### config.mk
export PLATFORM = sky130hd
export DESIGN_NAME = mem_stage
export DESIGN_NICKNAME = d
export VERILOG_FILES = /design/src/lc3b_pkg.sv /design/src/mem_access.sv /design/src/load_format.sv /design/src/cond_codes.sv /design/src/mem_stage.sv
export VERILOG_INCLUDE_DIRS = /design/src
export SDC_FILE = /design/constraint.sdc
export NUM_CORES = 1
export LEC_CHECK = 0
export BUFFER_PORTS_ARGS = -buffer_cell sky130_fd_sc_hd__buf_2
export CAP_MARGIN = 20
export CORE_MARGIN = 1.5
export CORE_UTILIZATION = 51
export DETAILED_ROUTE_END_ITERATION = 6
export GPL_TIMING_DRIVEN = 0
export PLACE_DENSITY_LB_ADDON = 0.3
export SLEW_MARGIN = 30
export SYNTH_ARGS = -nofsm -noshare
export SYNTH_HDL_FRONTEND = slang
export SYNTH_SLANG_ARGS = --single-unit
### constraint.sdc
create_clock -name clk -period 7.65 [get_ports clk]
set_clock_uncertainty 0.05 [all_clocks]
set_input_delay 0 -clock clk [delete_from_list [all_inputs] [get_ports clk]]
set_output_delay 0 -clock clk [all_outputs]
set_load 0.02 [all_outputs]
### src/lc3b_config.svh
`ifndef LC3B_CONFIG_SVH
`define LC3B_CONFIG_SVH

// ************************************************************
// LC-3b memory stage sizes
// ************************************************************

// Data and address width.
`define LC3B_WORD_W 16

// Register select and nzp field width.
`define LC3B_REG_W 3

// Trap vector is a word index, so it becomes a byte address.
`define LC3B_TRAP_SHIFT 1

`endif

### src/lc3b_pkg.sv
`include "lc3b_config.svh"

package lc3b_pkg;

    // ************************************************************
    // Vector types
    // ************************************************************

    typedef logic [`LC3B_WORD_W-1:0] lc3b_word;
    typedef logic [`LC3B_REG_W-1:0]  lc3b_reg;
    typedef logic [`LC3B_REG_W-1:0]  lc3b_nzp;     // {n, z, p}.

    // ************************************************************
    // Opcode and mux selects
    // ************************************************************

    typedef enum logic [3:0] {
        op_br   = 4'b0000,
        op_add  = 4'b0001,
        op_ldb  = 4'b0010,
        op_stb  = 4'b0011,
        op_jsr  = 4'b0100,
        op_and  = 4'b0101,
        op_ldr  = 4'b0110,
        op_str  = 4'b0111,
        op_rti  = 4'b1000,
        op_not  = 4'b1001,
        op_ldi  = 4'b1010,
        op_sti  = 4'b1011,
        op_jmp  = 4'b1100,
        op_shf  = 4'b1101,
        op_lea  = 4'b1110,
        op_trap = 4'b1111
    } lc3b_opcode;

    // Memory address source.
    typedef enum logic [2:0] {
        marmux_alu    = 3'd0,
        marmux_pc     = 3'd1,
        marmux_br_add = 3'd2,
        marmux_rdata  = 3'd3,   // Indirect, LDI and STI.
        marmux_trap   = 3'd4
    } marmux_sel_t;

    // Store data source.
    typedef enum logic [2:0] {
        mdrmux_alu    = 3'd0,
        mdrmux_rdata  = 3'd1,
        mdrmux_sr1_hi = 3'd2,
        mdrmux_sr2    = 3'd3,
        mdrmux_stb    = 3'd4
    } mdrmux_sel_t;

    // Register write-back source.
    typedef enum logic [2:0] {
        regfilemux_alu    = 3'd0,
        regfilemux_rdata  = 3'd1,
        regfilemux_br_add = 3'd2,
        regfilemux_pc     = 3'd3,
        regfilemux_zext8  = 3'd4,
        regfilemux_shift  = 3'd5,
        regfilemux_ldb    = 3'd6
    } regfilemux_sel_t;

endpackage : lc3b_pkg

### src/mem_access.sv
`include "lc3b_config.svh"

module mem_access
    import lc3b_pkg::*;
(
    input  lc3b_opcode  opcode,
    input  logic        mem_read,
    input  logic        mem_write,
    input  logic [1:0]  mem_byte_enable,
    input  marmux_sel_t marmux_sel,
    input  mdrmux_sel_t mdrmux_sel,
    input  lc3b_word    alu_out,
    input  lc3b_word    pc_out,
    input  lc3b_word    br_add_out,
    input  lc3b_word    sr1_out,
    input  lc3b_word    sr2_out,
    input  lc3b_word    instruction,
    input  logic        resp_b,
    input  lc3b_word    rdata_b,
    output logic        read_b,
    output logic        write_b,
    output lc3b_word    address_b,
    output lc3b_word    wdata_b,
    output logic [1:0]  wmask_b,
    output logic        stall
);

    lc3b_word trap_vector;
    lc3b_word stb_data;
    logic     request;

    // ************************************************************
    // Address select
    // ************************************************************

    always_comb begin
        trap_vector = {{(`LC3B_WORD_W-8){1'b0}}, instruction[7:0]};
        trap_vector = trap_vector << `LC3B_TRAP_SHIFT;
    end

    always_comb begin
        unique case (marmux_sel)
            marmux_alu:    address_b = alu_out;
            marmux_pc:     address_b = pc_out;
            marmux_br_add: address_b = br_add_out;
            marmux_rdata:  address_b = rdata_b;
            marmux_trap:   address_b = trap_vector;
            default:       address_b = '0;
        endcase
    end

    // ************************************************************
    // Store data and byte lanes
    // ************************************************************

    always_comb begin
        if (address_b[0]) begin
            stb_data = {sr2_out[7:0], 8'h00};  // High lane.
        end else begin
            stb_data = {8'h00, sr2_out[7:0]};  // Low lane.
        end
    end

    always_comb begin
        unique case (mdrmux_sel)
            mdrmux_alu:    wdata_b = alu_out;
            mdrmux_rdata:  wdata_b = rdata_b;
            mdrmux_sr1_hi: wdata_b = sr1_out << 8;
            mdrmux_sr2:    wdata_b = sr2_out;
            mdrmux_stb:    wdata_b = stb_data;
            default:       wdata_b = '0;
        endcase
    end

    always_comb begin
        if (opcode == op_stb) begin
            wmask_b = address_b[0] ? 2'b10 : 2'b01;
        end else begin
            wmask_b = mem_byte_enable;
        end
    end

    // ************************************************************
    // Request and stall
    // ************************************************************

    // Level request, held by the pipeline until resp_b.
    assign read_b  = mem_read;
    assign write_b = mem_write;
    assign request = mem_read | mem_write;
    assign stall   = request & ~resp_b;

endmodule : mem_access

### src/load_format.sv
`include "lc3b_config.svh"

module load_format
    import lc3b_pkg::*;
(
    input  regfilemux_sel_t regfilemux_sel,
    input  lc3b_word        alu_out,
    input  lc3b_word        pc_out,
    input  lc3b_word        br_add_out,
    input  lc3b_word        sr1_out,
    input  lc3b_word        instruction,
    input  lc3b_word        rdata_b,
    input  logic            byte_sel,
    output lc3b_word        regfilemux_out
);

    logic [7:0] ldb_byte;
    lc3b_word   ldb_zext;
    lc3b_word   zext8;
    lc3b_word   shift_out;
    logic [3:0] shift_amt;
    logic       shift_right;
    logic       shift_arith;

    // ************************************************************
    // Load byte
    // ************************************************************

    always_comb begin
        if (byte_sel) begin
            ldb_byte = rdata_b[15:8];  // Odd address.
        end else begin
            ldb_byte = rdata_b[7:0];
        end
    end

    assign ldb_zext = {{(`LC3B_WORD_W-8){1'b0}}, ldb_byte};

    // Low byte regardless of address.
    assign zext8 = {{(`LC3B_WORD_W-8){1'b0}}, rdata_b[7:0]};

    // ************************************************************
    // Shift unit
    // ************************************************************

    // SHF: bit 4 picks direction, bit 5 makes a right shift arithmetic.
    assign shift_amt   = instruction[3:0];
    assign shift_right = instruction[4];
    assign shift_arith = instruction[5];

    always_comb begin
        if (!shift_right) begin
            shift_out = sr1_out << shift_amt;
        end else if (shift_arith) begin
            shift_out = $signed(sr1_out) >>> shift_amt;  // Sign fill.
        end else begin
            shift_out = sr1_out >> shift_amt;
        end
    end

    // ************************************************************
    // Write-back select
    // ************************************************************

    always_comb begin
        unique case (regfilemux_sel)
            regfilemux_alu: begin
                regfilemux_out = alu_out;
            end
            regfilemux_rdata: begin
                regfilemux_out = rdata_b;    // LDW.
            end
            regfilemux_br_add: begin
                regfilemux_out = br_add_out;  // LEA.
            end
            regfilemux_pc: begin
                regfilemux_out = pc_out;      // Link for JSR and TRAP.
            end
            regfilemux_zext8: begin
                regfilemux_out = zext8;
            end
            regfilemux_shift: begin
                regfilemux_out = shift_out;
            end
            regfilemux_ldb: begin
                regfilemux_out = ldb_zext;
            end
            default: begin
                regfilemux_out = '0;
            end
        endcase
    end

endmodule : load_format

### src/cond_codes.sv
`include "lc3b_config.svh"

module cond_codes
    import lc3b_pkg::*;
(
    input  logic       clk,
    input  logic       rst_n,
    input  lc3b_opcode opcode,
    input  logic       load_cc,
    input  logic       stall,
    input  lc3b_word   regfilemux_out,
    input  lc3b_word   instruction,
    input  lc3b_word   rdata_b,
    input  lc3b_reg    dest,
    input  logic       resp_b,
    output logic       br_en,
    output logic       jmp_jsr_en,
    output logic       b11,
    output logic       trap_en,
    output lc3b_word   trap_mem
);

    lc3b_nzp gencc;
    lc3b_nzp cc;

    // ************************************************************
    // Condition codes
    // ************************************************************

    always_comb begin
        if (regfilemux_out[`LC3B_WORD_W-1]) begin
            gencc = 3'b100;
        end else if (regfilemux_out == '0) begin
            gencc = 3'b010;
        end else begin
            gencc = 3'b001;
        end
    end

    // Holds during a stall so a waiting load does not set codes early.
    always_ff @(posedge clk) begin
        if (!rst_n) begin
            cc <= 3'b010;
        end else if (load_cc && !stall) begin
            cc <= gencc;
        end
    end

    // ************************************************************
    // Redirects
    // ************************************************************

    // dest carries the nzp field for BR.
    assign br_en      = (opcode == op_br) && ((cc & dest) != '0);
    assign jmp_jsr_en = (opcode == op_jmp) || (opcode == op_jsr);
    assign b11        = instruction[11];  // JSR versus JSRR.

    always_comb begin
        if (opcode == op_trap && resp_b) begin
            trap_en  = 1'b1;
            trap_mem = rdata_b;  // Service routine address.
        end else begin
            trap_en  = 1'b0;
            trap_mem = '0;
        end
    end

endmodule : cond_codes

### src/mem_stage.sv
module mem_stage
    import lc3b_pkg::*;
(
    input  logic            clk,
    input  logic            rst_n,

    // Pipeline control.
    input  lc3b_opcode      opcode,
    input  logic            mem_read,
    input  logic            mem_write,
    input  logic [1:0]      mem_byte_enable,
    input  marmux_sel_t     marmux_sel,
    input  mdrmux_sel_t     mdrmux_sel,
    input  regfilemux_sel_t regfilemux_sel,
    input  logic            load_cc,

    // Pipeline operands.
    input  lc3b_word        alu_out,
    input  lc3b_word        pc_out,
    input  lc3b_word        br_add_out,
    input  lc3b_word        sr1_out,
    input  lc3b_word        sr2_out,
    input  lc3b_word        instruction,
    input  lc3b_reg         dest,

    // Memory port.
    input  logic            resp_b,
    input  lc3b_word        rdata_b,
    output logic            read_b,
    output logic            write_b,
    output lc3b_word        address_b,
    output lc3b_word        wdata_b,
    output logic [1:0]      wmask_b,

    // To write-back and fetch.
    output lc3b_word        regfilemux_out,
    output logic            stall,
    output logic            br_en,
    output logic            jmp_jsr_en,
    output logic            b11,
    output logic            trap_en,
    output lc3b_word        trap_mem
);

    mem_access mem_access_i (
        .opcode          (opcode),
        .mem_read        (mem_read),
        .mem_write       (mem_write),
        .mem_byte_enable (mem_byte_enable),
        .marmux_sel      (marmux_sel),
        .mdrmux_sel      (mdrmux_sel),
        .alu_out         (alu_out),
        .pc_out          (pc_out),
        .br_add_out      (br_add_out),
        .sr1_out         (sr1_out),
        .sr2_out         (sr2_out),
        .instruction     (instruction),
        .resp_b          (resp_b),
        .rdata_b         (rdata_b),
        .read_b          (read_b),
        .write_b         (write_b),
        .address_b       (address_b),
        .wdata_b         (wdata_b),
        .wmask_b         (wmask_b),
        .stall           (stall)
    );

    load_format load_format_i (
        .regfilemux_sel (regfilemux_sel),
        .alu_out        (alu_out),
        .pc_out         (pc_out),
        .br_add_out     (br_add_out),
        .sr1_out        (sr1_out),
        .instruction    (instruction),
        .rdata_b        (rdata_b),
        .byte_sel       (address_b[0]),  // Load byte lane.
        .regfilemux_out (regfilemux_out)
    );

    cond_codes cond_codes_i (
        .clk            (clk),
        .rst_n          (rst_n),
        .opcode         (opcode),
        .load_cc        (load_cc),
        .stall          (stall),
        .regfilemux_out (regfilemux_out),
        .instruction    (instruction),
        .rdata_b        (rdata_b),
        .dest           (dest),
        .resp_b         (resp_b),
        .br_en          (br_en),
        .jmp_jsr_en     (jmp_jsr_en),
        .b11            (b11),
        .trap_en        (trap_en),
        .trap_mem       (trap_mem)
    );

endmodule : mem_stage

==> results.cfg <==
[floorplan]
die_h_microns = 91.0
ios = 209
die_width_microns = 91.0
coreArea_sq_um = 7370
fp-row-count = 31
initial_utilization_pct = 53.6
die_area_sq_um = 8280

[timing]
worst_hold_slack_ps = 4.72
final.period_utilization_pct = 42.6
grt_setup_unrepaired = no
slew_worst_pin_ps = 1020
drv_slew = 0
worst_slew_margin_rel_pct = 31.9
layout_min_cycle_time_ps = 3260
final-setup-viol-count = 0
tns_ps = 0
timing.fmax_mhz = 307
hold_viol_final = 0

[clocking]
cts.clk_slew.worst_paths_ps = 30
cell_at_the_root_of_the_clock_tree = sky130_fd_sc_hd__clkbuf_8
post_cts.resized_instances = 0
clk_latency_ps = 210
cts.sink_count = 3
cts_buffers = 3
post-cts-setup-buffers = 0
cts_buffer_depth = 2
h-tree-depth = 1
post_cts_hold_buffer_count = 0
tritoncts = yes

[finish]
biggestRegsByFlops = cond_codes_i.cc: 3 flops
nets = 850
fillerInstances = 666
area_growth_syn_to_layout_pct = 28.8
largest_register_ffs = 3
final_layout_size_suffix_gt1_share_pct = 39.4
register_bank_with_the_most_flops = cond_codes_i.cc

[synth]
yosys.cell_types.count = 67
post_synth_design_cell_area_sq_um = 3950
synthArstFlopShare_pct = 0
seq_area_frac_synth_pct = 1.52
syn_avg_cell_area_sq_um = 7.64
ys_warn_count = 0
synth-seq-cells = 3
post_synth_inst_count = 517
syn-num-nets = 653
synth_top_flop_cell = sky130_fd_sc_hd__dfxtp_1
number_of_enable_type_register_cells_in_the_synthesized_netlist = 0

[worst_setup_path]
data_arrival_time_of_the_worst_path_ps = 3310
worstSetupPathType = primary input to flop
cp.required_ps = 7700
r2r_slack_ps = 6900
timing.critical_path.from = instruction[2]
critical_path.endpoint_type = flop
reg2reg_to = cond_codes_i.cc[1]
crit_fanout = 10
worst_r2r_path_depth = 2
setup_crit_start_kind = primary input
worst_flop_to_flop_path_startpoint = cond_codes_i.cc[1]

[outcome]
run_status = finished with violations
violations = DRC

[detailed_routing]
first_pass_iteration_count_of_the_detailed_router = 7
drtAntennaViolNets = 0
detail_route.vias_per_cell = 6.94
first_iter_violations = 810
detail_route.drc_violations = 6
wl_per_cell_microns = 24.3
detailroute.via_count = 5640
drt_wl_total_microns = 19800

[power_and_ir_drop]
powerDensity_nw_per_um2 = 81.7
power_leakage_nw = 2.43
ir_drop_uv = 43.1
finalPower_mw = 0.416

[global_routing]
grtUsageTotal_pct = 45.4
grt_start_max_net_pins = 11
initial_antenna_violation_count = 0
grt-ovfl-total = 0
grt_pass1_vias = 5207
grt_first_pass_wirelength_microns = 29000

[hold_path]
hold_path_end = cond_codes_i.cc[0]
worstHoldStart = rst_n
whs_path_depth = 2
hold_class = primary input to flop

[placed_design]
dpl.hpwl_microns = 15800
place.gp.congestion = 1.08
io_buffers = 192

[job]
maxCapViolCount = 0
## layout make-up
cell class                      count  area (sq um)  share of cell area [%]
Multi-Input combinational cell    435          3520                    69.1
Tap cell                           99           124                    2.44
Inverter                           25          93.8                    1.85
Buffer                             54           283                    5.56
Clock buffer                        4          45.0                   0.886
Timing Repair Buffer              192           961                    18.9
Antenna cell                        1          2.50                  0.0492
Sequential cell                     3          60.1                    1.18
## cells by family (layout without fill, tap and decap cells)
kind of cell    count (synthesis)  after routing  synth area share [%]
compound gates                142            142                  25.0
buf+inv                        79            275                  9.54
flops                           3              3                  1.52
mux                           103            103                  38.8
other cells                     0              1                     0
simple gates                  190            190                  25.1
## worst max-delay path: stages
cell	delay (ps)
sky130_fd_sc_hd__buf_2	150
sky130_fd_sc_hd__buf_2	270
sky130_fd_sc_hd__buf_2	290
sky130_fd_sc_hd__buf_1	470
sky130_fd_sc_hd__mux4_2	380
sky130_fd_sc_hd__o221ai_1	370
sky130_fd_sc_hd__o221ai_1	210
sky130_fd_sc_hd__nor3_1	270
sky130_fd_sc_hd__nand4b_1	140
sky130_fd_sc_hd__or4_4	540
sky130_fd_sc_hd__a32o_1	210
## per-layer routing
layer  routed length, microns  GRT usage (%)
met1                     7150           60.5
met4                      763           15.5
met5                        0              0
met2                     8480           69.6
met3                     3390           13.5
## power by group
part           switching [mW]  internal, mW  leakage, nW
logic                   0.213         0.140         2.39
clock network         0.00967        0.0355       0.0228
registers            0.000676        0.0169       0.0248
## worst max path at each step
stage	to	slack, ps
6_report	cond_codes_i.cc[0]	4390
5_1_grt	cond_codes_i.cc[0]	4270
4_1_cts	cond_codes_i.cc[0]	4520
3_5_place_dp	cond_codes_i.cc[0]	4300
3_3_place_gp	cond_codes_i.cc[0]	4320
2_1_floorplan	cond_codes_i.cc[0]	4770
## layout by cell type, fill, tap and decap left out, drive strengths merged, types with 2 or more instances in the layout
cell / netlist / routed
a211oi: 3 / 3
o2111ai: 3 / 3
a21oi: 31 / 31
o21ai: 31 / 31
and3: 5 / 5
o221ai: 4 / 4
nand4b: 2 / 2
o22ai: 15 / 15
mux2i: 55 / 55
o221a: 2 / 2
o311ai: 3 / 3
o31ai: 2 / 2
a221o: 4 / 4
a311oi: 2 / 2
clkbuf: 18 / 22
nand3: 14 / 14
a32oi: 3 / 3
nand3b: 5 / 5
nand4: 5 / 5
or4: 6 / 6
nand2: 53 / 53
mux4: 37 / 37
a31o: 3 / 3
a22oi: 2 / 2
nor3: 8 / 8
inv: 25 / 25
o211ai: 9 / 9
buf: 36 / 228
and2: 19 / 19
dfxtp: 3 / 3
a211o: 2 / 2
nor4bb: 2 / 2
or2: 4 / 4
nand2b: 11 / 11
nor2b: 12 / 12
nor3b: 4 / 4
nor2: 35 / 35
mux2: 11 / 11
a222oi: 9 / 9
## per-stage QoR
stage	instance area, sq um	util [%]	setup slack, ps	cells
final	5080	69.0	4390	813
after global routing	5080	69.0	4270	812
after CTS	5080	69.0	4520	812
after detailed placement	5040	68.4	4300	808
after global placement	5030	68.3	4320	808
after floorplan	3950	-	4770	517
## Yosys cell counts (all sizes together), types with 4 or more instances
| cell | number | area [sq um] |
|---|---|---|
| o221ai | 4 | 35.0 |
| nand2 | 53 | 199 |
| nand3b | 5 | 37.5 |
| or4 | 6 | 48.8 |
| a21oi | 31 | 155 |
| inv | 25 | 93.8 |
| or2 | 4 | 25.0 |
| o22ai | 15 | 100 |
| and2 | 19 | 119 |
| nand2b | 11 | 68.8 |
| mux2 | 11 | 124 |
| and3 | 5 | 31.3 |
| mux4 | 37 | 856 |
| a221o | 4 | 40.0 |
| nor2 | 35 | 131 |
| nor2b | 12 | 75.1 |
| nand4 | 5 | 31.3 |
| a222oi | 9 | 90.1 |
| mux2i | 55 | 551 |
| buf | 36 | 215 |
| o21ai | 31 | 155 |
| o211ai | 9 | 67.6 |
| nor3 | 8 | 45.0 |
| clkbuf | 18 | 67.6 |
| nor3b | 4 | 30.0 |
| nand3 | 14 | 70.1 |
(Power assumes the default switching activity.)
